### src/qu_pkg.sv
// ==============================
// Back-end widths, word typedefs
// and ALU opcode codes
// ==============================

package qu_pkg;

    // Field widths
    localparam int data_w     = 32;
    localparam int phy_addr_w = 6;
    localparam int rob_addr_w = 4;
    localparam int rs_idx_w   = 3;
    localparam int opcode_w   = 3;

    typedef logic [data_w-1:0]     data_t;
    typedef logic [phy_addr_w-1:0] phy_addr_t;
    typedef logic [rob_addr_w-1:0] rob_addr_t;
    typedef logic [rs_idx_w-1:0]   rs_idx_t;
    typedef logic [opcode_w-1:0]   opcode_t;

    // ALU operations
    localparam opcode_t OP_ADD = 3'd0;
    localparam opcode_t OP_SUB = 3'd1;
    localparam opcode_t OP_AND = 3'd2;
    localparam opcode_t OP_OR  = 3'd3;
    localparam opcode_t OP_XOR = 3'd4;
    localparam opcode_t OP_SLL = 3'd5;
    localparam opcode_t OP_SRL = 3'd6;
    localparam opcode_t OP_SLT = 3'd7;

    // Issued micro-op, MSB first: opcode, dest, src1 value, src2 value, rob index
    localparam int uop_w = opcode_w + phy_addr_w + 2 * data_w + rob_addr_w;

    // Field offsets inside an issued micro-op
    localparam int uop_rob_lsb  = 0;
    localparam int uop_s2_lsb   = uop_rob_lsb + rob_addr_w;
    localparam int uop_s1_lsb   = uop_s2_lsb + data_w;
    localparam int uop_dest_lsb = uop_s1_lsb + data_w;
    localparam int uop_op_lsb   = uop_dest_lsb + phy_addr_w;

    // Completion word: dest tag above the result
    localparam int done_w = phy_addr_w + data_w;

endpackage

### src/fifo.sv
// ==============================
// First-word-fall-through FIFO
// ==============================

`timescale 1ns/1ps

module fifo #(
    parameter int WIDTH       = 32,
    parameter int QUEUE_DEPTH = 4
) (
    input  logic             clk,
    input  logic             arst_n,
    input  logic             wr_en,
    input  logic [WIDTH-1:0] data_in,
    input  logic             rd_en,
    output logic [WIDTH-1:0] data_out,
    output logic             empty,
    output logic             full
);

    localparam int PTR_W = (QUEUE_DEPTH > 1) ? $clog2(QUEUE_DEPTH) : 1;
    localparam int CNT_W = $clog2(QUEUE_DEPTH + 1);

    logic [WIDTH-1:0] mem [QUEUE_DEPTH];
    logic [PTR_W-1:0] wr_ptr;
    logic [PTR_W-1:0] rd_ptr;
    logic [CNT_W-1:0] count;
    logic             do_wr;
    logic             do_rd;

    assign do_wr    = wr_en && !full;
    assign do_rd    = rd_en && !empty;
    assign empty    = (count == '0);
    assign full     = (count == CNT_W'(QUEUE_DEPTH));
    assign data_out = mem[rd_ptr];

    always_ff @(posedge clk or negedge arst_n) begin
        if (!arst_n) begin
            wr_ptr <= '0;
            rd_ptr <= '0;
            count  <= '0;
        end else begin
            if (do_wr) begin
                wr_ptr <= (wr_ptr == PTR_W'(QUEUE_DEPTH - 1)) ? '0 : wr_ptr + 1'b1;
            end
            if (do_rd) begin
                rd_ptr <= (rd_ptr == PTR_W'(QUEUE_DEPTH - 1)) ? '0 : rd_ptr + 1'b1;
            end
            if (do_wr && !do_rd) begin
                count <= count + 1'b1;
            end else if (do_rd && !do_wr) begin
                count <= count - 1'b1;
            end
        end
    end

    always_ff @(posedge clk) begin
        if (do_wr) begin
            mem[wr_ptr] <= data_in;
        end
    end

    a_no_overflow: assert property (@(posedge clk) disable iff (!arst_n) wr_en |-> !full);
    a_no_underflow: assert property (@(posedge clk) disable iff (!arst_n) rd_en |-> !empty);

endmodule

### src/res_station.sv
// ==============================
// Reservation station entries,
// dispatch, wakeup and issue read
// ==============================

`timescale 1ns/1ps

module res_station import qu_pkg::*; #(
    parameter int RS_DEPTH = 8
) (
    input  logic                clk,
    input  logic                arst_n,
    input  logic                dispatch_en,
    input  opcode_t             dispatch_op,
    input  phy_addr_t           dispatch_dest,
    input  rob_addr_t           dispatch_rob,
    input  data_t               dispatch_s1_val,
    input  logic                dispatch_s1_rdy,
    input  phy_addr_t           dispatch_s1_tag,
    input  data_t               dispatch_s2_val,
    input  logic                dispatch_s2_rdy,
    input  phy_addr_t           dispatch_s2_tag,
    input  logic                wb_en,
    input  phy_addr_t           wb_addr,
    input  data_t               wb_data,
    input  logic                issue_en,
    input  rs_idx_t             issue_idx,
    output logic                dispatch_ready,
    output logic [RS_DEPTH-1:0] ready_vec,
    output logic [uop_w-1:0]    issue_uop
);

    logic [RS_DEPTH-1:0] ent_valid;
    logic [RS_DEPTH-1:0] ent_s1_rdy;
    logic [RS_DEPTH-1:0] ent_s2_rdy;
    opcode_t             ent_op     [RS_DEPTH];
    phy_addr_t           ent_dest   [RS_DEPTH];
    rob_addr_t           ent_rob    [RS_DEPTH];
    data_t               ent_s1_val [RS_DEPTH];
    data_t               ent_s2_val [RS_DEPTH];
    phy_addr_t           ent_s1_tag [RS_DEPTH];
    phy_addr_t           ent_s2_tag [RS_DEPTH];

    logic [RS_DEPTH-1:0] s1_hit;
    logic [RS_DEPTH-1:0] s2_hit;
    logic                s1_fwd;
    logic                s2_fwd;
    rs_idx_t             free_idx;
    logic                dispatch_fire;

    // Lowest free slot takes the next dispatch
    always_comb begin
        free_idx       = '0;
        dispatch_ready = 1'b0;
        for (int i = RS_DEPTH - 1; i >= 0; i--) begin
            if (!ent_valid[i]) begin
                free_idx       = rs_idx_t'(i);
                dispatch_ready = 1'b1;
            end
        end
    end

    // Tag match against the write-back bus
    always_comb begin
        for (int i = 0; i < RS_DEPTH; i++) begin
            s1_hit[i] = wb_en && ent_valid[i] && !ent_s1_rdy[i] && (ent_s1_tag[i] == wb_addr);
            s2_hit[i] = wb_en && ent_valid[i] && !ent_s2_rdy[i] && (ent_s2_tag[i] == wb_addr);
        end
    end

    // Same-cycle wakeup of an incoming op
    assign s1_fwd        = wb_en && !dispatch_s1_rdy && (dispatch_s1_tag == wb_addr);
    assign s2_fwd        = wb_en && !dispatch_s2_rdy && (dispatch_s2_tag == wb_addr);
    assign dispatch_fire = dispatch_en && dispatch_ready;

    assign ready_vec = ent_valid & ent_s1_rdy & ent_s2_rdy;
    assign issue_uop = {ent_op[issue_idx], ent_dest[issue_idx], ent_s1_val[issue_idx],
                        ent_s2_val[issue_idx], ent_rob[issue_idx]};

    always_ff @(posedge clk or negedge arst_n) begin
        if (!arst_n) begin
            ent_valid  <= '0;
            ent_s1_rdy <= '0;
            ent_s2_rdy <= '0;
        end else begin
            ent_s1_rdy <= ent_s1_rdy | s1_hit;
            ent_s2_rdy <= ent_s2_rdy | s2_hit;
            if (issue_en) begin
                ent_valid[issue_idx] <= 1'b0;
            end
            if (dispatch_fire) begin
                ent_valid[free_idx]  <= 1'b1;
                ent_s1_rdy[free_idx] <= dispatch_s1_rdy || s1_fwd;
                ent_s2_rdy[free_idx] <= dispatch_s2_rdy || s2_fwd;
            end
        end
    end

    always_ff @(posedge clk) begin
        for (int i = 0; i < RS_DEPTH; i++) begin
            if (s1_hit[i]) begin
                ent_s1_val[i] <= wb_data;
            end
            if (s2_hit[i]) begin
                ent_s2_val[i] <= wb_data;
            end
        end
        if (dispatch_fire) begin
            ent_op[free_idx]     <= dispatch_op;
            ent_dest[free_idx]   <= dispatch_dest;
            ent_rob[free_idx]    <= dispatch_rob;
            ent_s1_tag[free_idx] <= dispatch_s1_tag;
            ent_s2_tag[free_idx] <= dispatch_s2_tag;
            ent_s1_val[free_idx] <= s1_fwd ? wb_data : dispatch_s1_val;
            ent_s2_val[free_idx] <= s2_fwd ? wb_data : dispatch_s2_val;
        end
    end

    a_no_dispatch_full: assert property (
        @(posedge clk) disable iff (!arst_n) dispatch_en |-> dispatch_ready);
    a_issue_ready: assert property (
        @(posedge clk) disable iff (!arst_n) issue_en |-> ready_vec[issue_idx]);

endmodule

### src/schedule.sv
// ==============================
// Round-robin issue scheduler
// ==============================

`timescale 1ns/1ps

module schedule import qu_pkg::*; #(
    parameter int RS_DEPTH = 8
) (
    input  logic                clk,
    input  logic                arst_n,
    input  logic                schedule_en,
    input  logic [RS_DEPTH-1:0] ready_vec,
    input  logic                queue_full,
    output logic                issue_en,
    output rs_idx_t             issue_idx
);

    rs_idx_t prio_ptr;
    logic    pick_found;

    // First ready entry at or after the priority pointer
    always_comb begin
        issue_idx  = prio_ptr;
        pick_found = 1'b0;
        for (int k = 0; k < RS_DEPTH; k++) begin
            if (!pick_found && ready_vec[(int'(prio_ptr) + k) % RS_DEPTH]) begin
                pick_found = 1'b1;
                issue_idx  = rs_idx_t'((int'(prio_ptr) + k) % RS_DEPTH);
            end
        end
    end

    // Throttle while the issue queue cannot take a word
    assign issue_en = schedule_en && !queue_full && pick_found;

    // Move priority past the entry just issued
    always_ff @(posedge clk or negedge arst_n) begin
        if (!arst_n) begin
            prio_ptr <= '0;
        end else if (issue_en) begin
            if (int'(issue_idx) == RS_DEPTH - 1) begin
                prio_ptr <= '0;
            end else begin
                prio_ptr <= issue_idx + 1'b1;
            end
        end
    end

    a_issue_when_ready: assert property (
        @(posedge clk) disable iff (!arst_n)
        (schedule_en && !queue_full && (ready_vec != '0)) |-> issue_en);

endmodule

### src/execute.sv
// ==============================
// Integer ALU
// ==============================

`timescale 1ns/1ps

module execute import qu_pkg::*; (
    input  logic [uop_w-1:0] uop_in,
    output data_t            result,
    output phy_addr_t        dest
);

    opcode_t op;
    data_t   src_a;
    data_t   src_b;

    assign op    = uop_in[uop_op_lsb +: opcode_w];
    assign dest  = uop_in[uop_dest_lsb +: phy_addr_w];
    assign src_a = uop_in[uop_s1_lsb +: data_w];
    assign src_b = uop_in[uop_s2_lsb +: data_w];

    always_comb begin
        case (op)
            OP_ADD: result = src_a + src_b;
            OP_SUB: result = src_a - src_b;
            OP_AND: result = src_a & src_b;
            OP_OR:  result = src_a | src_b;
            OP_XOR: result = src_a ^ src_b;
            // Shift amount is the low 5 bits
            OP_SLL: result = src_a << src_b[4:0];
            OP_SRL: result = src_a >> src_b[4:0];
            OP_SLT: result = ($signed(src_a) < $signed(src_b)) ? data_t'(1) : '0;
            default: result = '0;
        endcase
    end

endmodule

### src/retire.sv
// ==============================
// Write-back register and ROB
// tail and occupancy counter
// ==============================

`timescale 1ns/1ps

module retire import qu_pkg::*; #(
    parameter int ROB_DEPTH = 16
) (
    input  logic      clk,
    input  logic      arst_n,
    input  logic      valid,
    input  phy_addr_t dest,
    input  data_t     result,
    input  logic      rob_incr_tail_ptr,
    output logic      wb_en,
    output phy_addr_t wb_addr,
    output data_t     wb_data,
    output rob_addr_t rob_tail_ptr,
    output logic      rob_full
);

    localparam int CNT_W = $clog2(ROB_DEPTH + 1);

    logic [CNT_W-1:0] rob_count;
    logic             rob_fire;

    always_ff @(posedge clk or negedge arst_n) begin
        if (!arst_n) begin
            wb_en <= 1'b0;
        end else begin
            wb_en <= valid;
        end
    end

    always_ff @(posedge clk) begin
        wb_addr <= dest;
        wb_data <= result;
    end

    // Allocation is dropped once the ROB is full
    assign rob_fire = rob_incr_tail_ptr && !rob_full;
    assign rob_full = (rob_count == CNT_W'(ROB_DEPTH));

    always_ff @(posedge clk or negedge arst_n) begin
        if (!arst_n) begin
            rob_tail_ptr <= '0;
            rob_count    <= '0;
        end else begin
            if (rob_fire) begin
                rob_tail_ptr <= (int'(rob_tail_ptr) == ROB_DEPTH - 1) ? '0 : rob_tail_ptr + 1'b1;
            end
            if (rob_fire && !wb_en) begin
                rob_count <= rob_count + 1'b1;
            end else if (wb_en && !rob_fire) begin
                rob_count <= rob_count - 1'b1;
            end
        end
    end

    a_rob_no_underflow: assert property (
        @(posedge clk) disable iff (!arst_n) wb_en |-> (rob_count != '0));

endmodule

### src/qu_back_end.sv
// ==============================
// Back-end top level
// ==============================

`timescale 1ns/1ps

module qu_back_end import qu_pkg::*; #(
    parameter int RS_DEPTH    = 8,
    parameter int QUEUE_DEPTH = 4,
    parameter int ROB_DEPTH   = 16
) (
    input  logic      clk,
    input  logic      arst_n,
    input  logic      schedule_en,
    input  logic      dispatch_en,
    input  opcode_t   dispatch_op,
    input  phy_addr_t dispatch_dest,
    input  rob_addr_t dispatch_rob,
    input  data_t     dispatch_s1_val,
    input  logic      dispatch_s1_rdy,
    input  phy_addr_t dispatch_s1_tag,
    input  data_t     dispatch_s2_val,
    input  logic      dispatch_s2_rdy,
    input  phy_addr_t dispatch_s2_tag,
    input  logic      rob_incr_tail_ptr,
    output logic      dispatch_ready,
    output logic      wb_en,
    output phy_addr_t wb_addr,
    output data_t     wb_data,
    output rob_addr_t rob_tail_ptr,
    output logic      rob_full
);

    logic [RS_DEPTH-1:0] ready_vec;
    logic                issue_en;
    rs_idx_t             issue_idx;
    logic [uop_w-1:0]    issue_uop;

    logic                iq_empty;
    logic                iq_full;
    logic                iq_pop;
    logic [uop_w-1:0]    iq_head;

    data_t               exec_result;
    phy_addr_t           exec_dest;

    logic                dq_empty;
    logic                dq_full;
    logic [done_w-1:0]   dq_wr_data;
    logic [done_w-1:0]   dq_head;

    // Issue queue drains into the completion queue through the ALU
    assign iq_pop     = !iq_empty && !dq_full;
    assign dq_wr_data = {exec_dest, exec_result};

    res_station #(.RS_DEPTH(RS_DEPTH)) u_res_station (
        .clk(clk), .arst_n(arst_n),
        .dispatch_en(dispatch_en), .dispatch_op(dispatch_op),
        .dispatch_dest(dispatch_dest), .dispatch_rob(dispatch_rob),
        .dispatch_s1_val(dispatch_s1_val), .dispatch_s1_rdy(dispatch_s1_rdy),
        .dispatch_s1_tag(dispatch_s1_tag), .dispatch_s2_val(dispatch_s2_val),
        .dispatch_s2_rdy(dispatch_s2_rdy), .dispatch_s2_tag(dispatch_s2_tag),
        .wb_en(wb_en), .wb_addr(wb_addr), .wb_data(wb_data),
        .issue_en(issue_en), .issue_idx(issue_idx),
        .dispatch_ready(dispatch_ready), .ready_vec(ready_vec), .issue_uop(issue_uop)
    );

    schedule #(.RS_DEPTH(RS_DEPTH)) u_schedule (
        .clk(clk), .arst_n(arst_n), .schedule_en(schedule_en),
        .ready_vec(ready_vec), .queue_full(iq_full),
        .issue_en(issue_en), .issue_idx(issue_idx)
    );

    fifo #(.WIDTH(uop_w), .QUEUE_DEPTH(QUEUE_DEPTH)) u_issue_q (
        .clk(clk), .arst_n(arst_n),
        .wr_en(issue_en), .data_in(issue_uop), .rd_en(iq_pop),
        .data_out(iq_head), .empty(iq_empty), .full(iq_full)
    );

    execute u_execute (
        .uop_in(iq_head), .result(exec_result), .dest(exec_dest)
    );

    fifo #(.WIDTH(done_w), .QUEUE_DEPTH(QUEUE_DEPTH)) u_done_q (
        .clk(clk), .arst_n(arst_n),
        .wr_en(iq_pop), .data_in(dq_wr_data), .rd_en(!dq_empty),
        .data_out(dq_head), .empty(dq_empty), .full(dq_full)
    );

    retire #(.ROB_DEPTH(ROB_DEPTH)) u_retire (
        .clk(clk), .arst_n(arst_n), .valid(!dq_empty),
        .dest(dq_head[done_w-1 -: phy_addr_w]), .result(dq_head[data_w-1:0]),
        .rob_incr_tail_ptr(rob_incr_tail_ptr),
        .wb_en(wb_en), .wb_addr(wb_addr), .wb_data(wb_data),
        .rob_tail_ptr(rob_tail_ptr), .rob_full(rob_full)
    );

endmodule

### config.mk
export PLATFORM = sky130hd
export DESIGN_NAME = qu_back_end
export DESIGN_NICKNAME = d
export VERILOG_FILES = /design/src/qu_pkg.sv /design/src/fifo.sv /design/src/res_station.sv /design/src/schedule.sv /design/src/execute.sv /design/src/retire.sv /design/src/qu_back_end.sv
export SDC_FILE = /design/constraint.sdc
export NUM_CORES = 2
export LEC_CHECK = 0
export BUFFER_PORTS_ARGS = -buffer_cell sky130_fd_sc_hd__buf_2
export CAP_MARGIN = 10
export CORE_MARGIN = 8
export CORE_UTILIZATION = 45
export CTS_BUF_LIST = sky130_fd_sc_hd__clkbuf_4
export CTS_CLUSTER_SIZE = 25
export DETAILED_ROUTE_END_ITERATION = 12
export GPL_TIMING_DRIVEN = 0
export SYNTH_ARGS = -nofsm -noshare
export SYNTH_HDL_FRONTEND = slang
export SYNTH_SLANG_ARGS = --single-unit
### constraint.sdc
create_clock -name clk -period 7.65 [get_ports clk]
set_clock_uncertainty 0.1 [all_clocks]
set_input_delay 1.53 -clock clk [delete_from_list [all_inputs] [get_ports clk]]
set_output_delay 1.53 -clock clk [all_outputs]
set_load 0.01 [all_outputs]
# Word level (Yosys, flattened, before mapping)
# Memories as Yosys holds them, arrays and structs flattened. A register that Yosys moved wholly into a read port is not among the register bits.
# Cells that the tools add are included.
# word_totals
register_bits	51
output_inout_bits	45
ram_bits	1172
mem_count	9
inputBits	96
# classes
n_addsub	21
bitwise_logic	17
magnitude_cmp	13
n_reduce_logical	117
shifts	2
n_eq_ne	34
muxes	118
# mem_list
name	words	word_bits	read_ports	rd_clocked_by_memory_dff	write_ports	line_no	rtl
u_issue_q.mem	4	77	1	0	1	fifo.sv:24	logic [WIDTH-1:0] mem [QUEUE_DEPTH];
u_res_station.ent_s1_val	8	32	1	0	9	res_station.sv:39	data_t ent_s1_val [RS_DEPTH];
u_res_station.ent_s2_val	8	32	1	0	9	res_station.sv:40	data_t ent_s2_val [RS_DEPTH];
u_done_q.mem	4	38	1	1	1	fifo.sv:24	
u_res_station.ent_dest	8	6	1	0	1	res_station.sv:37	phy_addr_t ent_dest [RS_DEPTH];
u_res_station.ent_s1_tag	8	6	8	0	1	res_station.sv:41	phy_addr_t ent_s1_tag [RS_DEPTH];
3 more memories	n/a	n/a	n/a	n/a	n/a	n/a	
# ops
op	n
case mux 32 bit (8 select lines)	1
equality test 6 bit	18
2-to-1 mux 1 bit	72
logical AND 1 bit	67
2-to-1 mux 32 bit	2
2-to-1 mux 3 bit	20
zero test 1 bit	35
less-than comparator 4 x 5 -> 1 bit (second input constant)	7
adder 32 bit	1
bitwise AND 32 bit	1
less-than comparator 32 bit	1
2-to-1 mux 8 bit	4
OR 32 bit	1
<< shifter 32 x 5 -> 32 bit	1
right shift 32 x 5 -> 32 bit	1
subtractor 32 bit	1
bitwise XOR 32 bit	1
bitwise AND 8 bit	3
binary-select mux 1 bit (select 3 bit)	8
OR 8 bit	3
OR reduction 3 bit	7
equality test 3 bit (second input constant)	6
bitwise mux 8 bit	2
adder 3 x 1 -> 3 bit (second input constant)	4
23 further kinds	55

# Depth between registers and ports, before layout
# logic_depth
word_depth	35
ltp_mapped	20
mapped_depth_nobuf	15

# By module
# Synthesis repeated with hierarchy kept, for this count alone.
# hier_totals
hier_cells	4024
hier_area_um2	63332.0
# by_module_without_submodules
module	cells_per_inst	instances	area_per_inst_um2
res_station	1900	1	35053.6
fifo (u_issue_q)	440	1	11556.1
execute	1241	1	8344.3
fifo (u_done_q)	236	1	5918.2
retire	87	1	1320.0
schedule	118	1	1132.3
qu_back_end	2	1	7.5

# Worst setup path after synthesis
# OpenSTA, ideal clock, no wires.
# synth_timing
kind	reg2reg
from	reg u_schedule.prio_ptr[0]
to	mem u_issue_q.mem[3][10] (netlist name) (enable)
path_slack_ps	2217
setup_time_ps	439
n_path_buf	3
stages_incl_launch_ff	12
t_arrival_ps	4893
path_cell_list	dfrtp_1 inv_1 clkbuf_1 ha_1 buf_2 mux2i_1 mux4_2 a32o_1 and3_1 a21oi_1 clkbuf_1 and2_1
# synth_between
elab_chain_cells	28
elab_cells_between_ends	56
# synth_rtl
element	line_no	rtl
start: declaration	schedule.sv:19	rs_idx_t prio_ptr;
start signal: assignment	schedule.sv:45	prio_ptr <= issue_idx + 1'b1;
adder 3 x 1 -> 3 bit / binary-select mux 1 bit (select 3 bit) (equally long branches)	schedule.sv:27	if (!pick_found && ready_vec[(int'(prio_ptr) + k) % RS_DEPTH]) begin
binary-select mux 1 bit (select 3 bit) / 2-to-1 mux 1 bit (equally long branches)	schedule.sv:27	
2-to-1 mux 1 bit (not written as such)	schedule.sv:27	
2-to-1 mux 1 bit (not written as such) / zero test 1 bit (equally long branches)	schedule.sv:27	
logical AND 1 bit	schedule.sv:27	
2-to-1 mux 1 bit	schedule.sv:27	
zero test 1 bit	schedule.sv:27	
logical AND 1 bit	schedule.sv:27	
[... 13 more ...]	n/a	
zero test 1 bit	schedule.sv:27	
logical AND 1 bit	schedule.sv:27	
2-to-1 mux 1 bit *	schedule.sv:27	
logical AND 1 bit *	schedule.sv:35	assign issue_en = schedule_en && !queue_full && pick_found;
logical AND 1 bit *	fifo.sv:31	assign do_wr = wr_en && !full;
named net u_issue_q.do_wr	fifo.sv:28	logic do_wr;
2-to-1 mux 1 bit *	fifo.sv:58	if (do_wr) begin
2-to-1 mux 1 bit (not written as such) *	fifo.sv:59	mem[wr_ptr] <= data_in;
end: declaration	fifo.sv:24	
# Mark *: on every way through the listed nets, which the timed path passes. The rest lies on a longest branch. The select of a mux whose other input is x is not followed.

# Final worst setup path
# layout_timing
from	reg u_issue_q.rd_ptr[0]
to	mem u_done_q.mem[3][20] (netlist name), data pin
# layout_between
elab_chain_cells	3
elab_cells_between_ends	17
# layout_rtl
element	line_no	rtl
start: declaration	fifo.sv:26	logic [PTR_W-1:0] rd_ptr;
start signal: assignment	fifo.sv:47	rd_ptr <= (rd_ptr == PTR_W'(QUEUE_DEPTH - 1)) ? '0 : rd_ptr + 1'b1;
memory read (4 x 77 bit) *	n/a	
subtractor 32 bit, or another cell as far along	execute.sv:25	OP_SUB: result = src_a - src_b;
case mux 32 bit (8 select lines) *	execute.sv:23	case (op)
named net exec_result[20]	qu_back_end.sv:44	data_t exec_result;
end: declaration	fifo.sv:24	
# Mark *: on every way through the listed nets, which the timed path passes. The rest lies on a longest branch.

==> flow_summary_export.csv <==
group,metric,value,unit
logic_synthesis,ys_types,84,
worst_setup_path,crit_slowest_cell,"o311ai_0",
worst_setup_path,reg2reg_slack,320,ps
worst_setup_path,arrival,8190,ps
detailed_routing,post-route-drc-count,0,
logic_synthesis,syn-mean-instance-area,14.3,um2
grt,grt.total_usage,0.259,
sta,setup_ws,324,ps
detailed_routing,via_per_inst,5.97,
cells_and_area,final_util,0.511,
detailed_routing,num_vias,41100,
worst_setup_path,critPathBufInv,6,
sta,whs,156,ps
sta,max_freq,136,MHz
placed_design,finalWeightedCongestion,1.06,
worst_setup_path,crit_chain,"buf_4, buf_4, mux2i_1, mux2i_2, inv_2, buf_1, clkbuf_1, clkbuf_1, ha_1, nor2_1, a221oi_1, o211ai_1, a31oi_1, o31ai_1, o311ai_0, a211oi_1, a211oi_1, xnor2_1, o21ai_0",
logic_synthesis,synth_edf_count,1124,
logic_synthesis,syn_inst,4303,
worst_setup_path,cp_max_fo,11,
grt,grt_start_max_net_pins,57,
clock_network,htreeDepth,5,
clock_network,cts.sinks,1213,
sta,fin_crit_sh,0.958,
logic_synthesis,yosysTopAreaCell,"edfxtp_1",
worst_setup_path,crit_path_max_incr_delay,740,ps
logic_synthesis,syn_nets,4521,
logic_synthesis,synthTopCellsByArea,"edfxtp_1, mux2_2, mux4_2, mux2i_1, ha_1",
logic_synthesis,yosysWarnings,0,
cells_and_area,area_delta_synth_final,13.3,%
grt,grt_pass1_wl,282000,um
clock_network,numCtsBuffers,341,
worst_setup_path,critPathKind,"reg2reg",
sta,slew_headroom,0.201,
outcome,status,"finished clean",
cells_and_area,final_cell_mix,"edfxtp_1, mux2_2, clkbuf_4",
placed_design,post-place-ws,412,ps
logic_synthesis,synth.yosys.seq_area_share,0.580,
sta,drv_slew,0,
cells_and_area,seqCellArea,35800,um2
clock_network,postCtsSetupBuffers,0,
logic_synthesis,async_reset_ff_frac,0.0420,
placed_design,dpl.hpwl,144000,um
clock_network,cts-resized-gates,0,
logic_synthesis,syn-cell-area,61700,um2
sta,setup_viol,0,
clock_network,clockBufferDepth,4,
floorplan,initial_core_util,0.451,
worst_setup_path,path_depth,19,
grt,grt_pass1_vias,40900,
floorplan,row_count,136,
worst_setup_path,cp-start-kind,"register",
sta,finalHoldViolCount,0,
cells_and_area,layout.nets,5040,
worst_setup_path,endpoint,"u_done_q.mem[3][20]",
worst_setup_path,cp_top_family,"compound AO/OA/AOI/OAI gates",
clock_network,clk_latency,1300,ps
logic_synthesis,synth_seq_cells,1213,
worst_setup_path,worst-r2r-cell-count,19,
grt,gr-total-overflow,0,
sta,worstMarginPinSlew,1200,ps
worst_setup_path,cp.required,8510,ps
cells_and_area,final_common_cell,"edfxtp_1",
detailed_routing,drt_iter0_drc,4077,
floorplan,core,137000,um2
placed_design,portBuffers,136,
cells_and_area,multi_input_area,24200,um2
cells_and_area,nFillCells,12000,
clock_network,hold_buffers,0,
floorplan,die_area,149000,um2
sta,period_minus_slack,7330,ps
run,drv_cap,0,
floorplan,die_y,386,um
clock_network,path_clk_slew,70,ps
cells_and_area,drive_above_1_share,0.345,
logic_synthesis,synth_top_cell_area_share,0.547,
logic_synthesis,ys.flop_type,"edfxtp_1",
floorplan,die_x,386,um
detailed_routing,routedWlPerCell,28.5,um
floorplan,ios,141,
detailed_routing,wl,196000,um
sta,setup_tns,0,ps
clock_network,root_buffer,"clkbuf_4",
worst_setup_path,crit_path_end_kind,"register",
worst_setup_path,r2r_end,"u_done_q.mem[3][20]",
clock_network,cts_tree,"done",
worst_hold_path,hp-class,"in2async",
sta,rsz0062_at_grt,"false",
worst_setup_path,startpoint,"u_issue_q.rd_ptr[0]",
grt,antenna_found_initial,41,
worst_setup_path,r2r-start,"u_issue_q.rd_ptr[0]",
detailed_routing,ant_nets,0,
detailed_routing,dr.pass1.iters,7,
==> synth_stat cells (8+ instances only) <==
cell,n
mux2_2,698
a21oi_1,147
buf_6,14
edfxtp_1,1124
buf_2,56
o21ai_0,125
xor2_1,62
mux2i_1,241
a21o_1,36
and2_1,15
clkbuf_1,180
nand2b_1,20
inv_1,121
a221oi_2,73
mux4_2,127
xnor2_1,78
o211ai_1,37
nor2b_1,11
a211o_1,8
a22oi_1,16
buf_4,11
nor2_1,219
nor3_1,41
dfrtp_1,51
a211oi_1,17
nor4_1,27
nand2_1,179
o221ai_1,14
nand4_1,20
ha_1,118
dfxtp_1,38
and3_1,16
or3_1,13
a31oi_1,16
a221o_1,11
o21a_1,10
or2_2,8
nand3_1,44
o31ai_1,10
a221oi_1,11
o2111ai_1,8
buf_1,33
o22ai_1,91
==> routing by layer <==
metal	global-route usage	part of all wire
met1	0.352	0.42
met2	0.400	0.45
met3	0.0639	0.087
met4	0.0995	0.038
met5	0	0.00041
==> kinds of logic after synthesis <==
kind of cell	share of synthesized area
and+or+nand+nor	0.0473
DFF	0.580
adders and majority gates	0.0252
muxes	0.213
xor gates and xnor gates	0.0206
AOI/OAI and AO/OA	0.0836
buffers and inverters	0.0299
==> worst reg2reg max path: stages (launching register included) <==
cell      delay, ps
dfrtp_1         440
buf_4           260
buf_4           310
mux2i_1         260
mux2i_2         230
inv_2           300
buf_1           550
clkbuf_1        550
clkbuf_1        520
ha_1            390
nor2_1           60
a221oi_1        420
o211ai_1        170
a31oi_1         350
o31ai_1         180
o311ai_0        740
a211oi_1        200
a211oi_1        360
xnor2_1         100
o21ai_0         510
==> area by class of cell <==
class / count / share of cell area
Clock inverter: 69 / 0.00466
Tap cell: 1794 / 0.0321
Antenna cell: 27 / 0.000967
Sequential cell: 1213 / 0.512
Clock buffer: 516 / 0.0554
Buffer: 299 / 0.0197
Multi-Input combinational cell: 2666 / 0.347
Inverter: 125 / 0.00671
Timing Repair Buffer: 176 / 0.0215
==> through the flow <==
step	cells	area [um2]
finish	6885	69900
global route	6873	69800
CTS	6856	69800
detailed placement	6271	65600
global placement	6233	64600
floorplan	4303	61700
==> worst min path at each step <==
stage	start	to	slack (ps)
after detailed placement	u_retire.rob_count[4]	u_retire.rob_count[4]	360
final	arst_n	u_res_station.ent_s1_rdy[0]	160
after CTS	arst_n	u_res_station.ent_valid[2]	20
after global routing	arst_n	u_res_station.ent_valid[2]	60
after global placement	u_retire.rob_count[4]	u_retire.rob_count[4]	350
after floorplan	u_retire.rob_count[4]	u_retire.rob_count[4]	330
==> flip-flops by register name, indices dropped and copies added, names as in the netlist, 3 cells and up <==
register and flops:
u_res_station.ent_s2_rdy 8, u_res_station.ent_s1_tag 48, u_res_station.ent_dest 48, u_issue_q.count 3, u_done_q.count 3, u_retire.rob_count 5, u_res_station.ent_s2_val 256, u_retire.wb_addr 6
u_res_station.ent_s1_val 256, u_schedule.prio_ptr 3, u_res_station.ent_s2_tag 48, u_retire.wb_data 32, u_retire.rob_tail_ptr 4, u_issue_q.mem 292, u_res_station.ent_s1_rdy 8, u_res_station.ent_valid 8
u_done_q.mem 152, u_res_station.ent_op 24
Power is left out: the tool's default activity adds up to more than one toggle a clock period on the data nets, which glitch-free logic cannot reach.
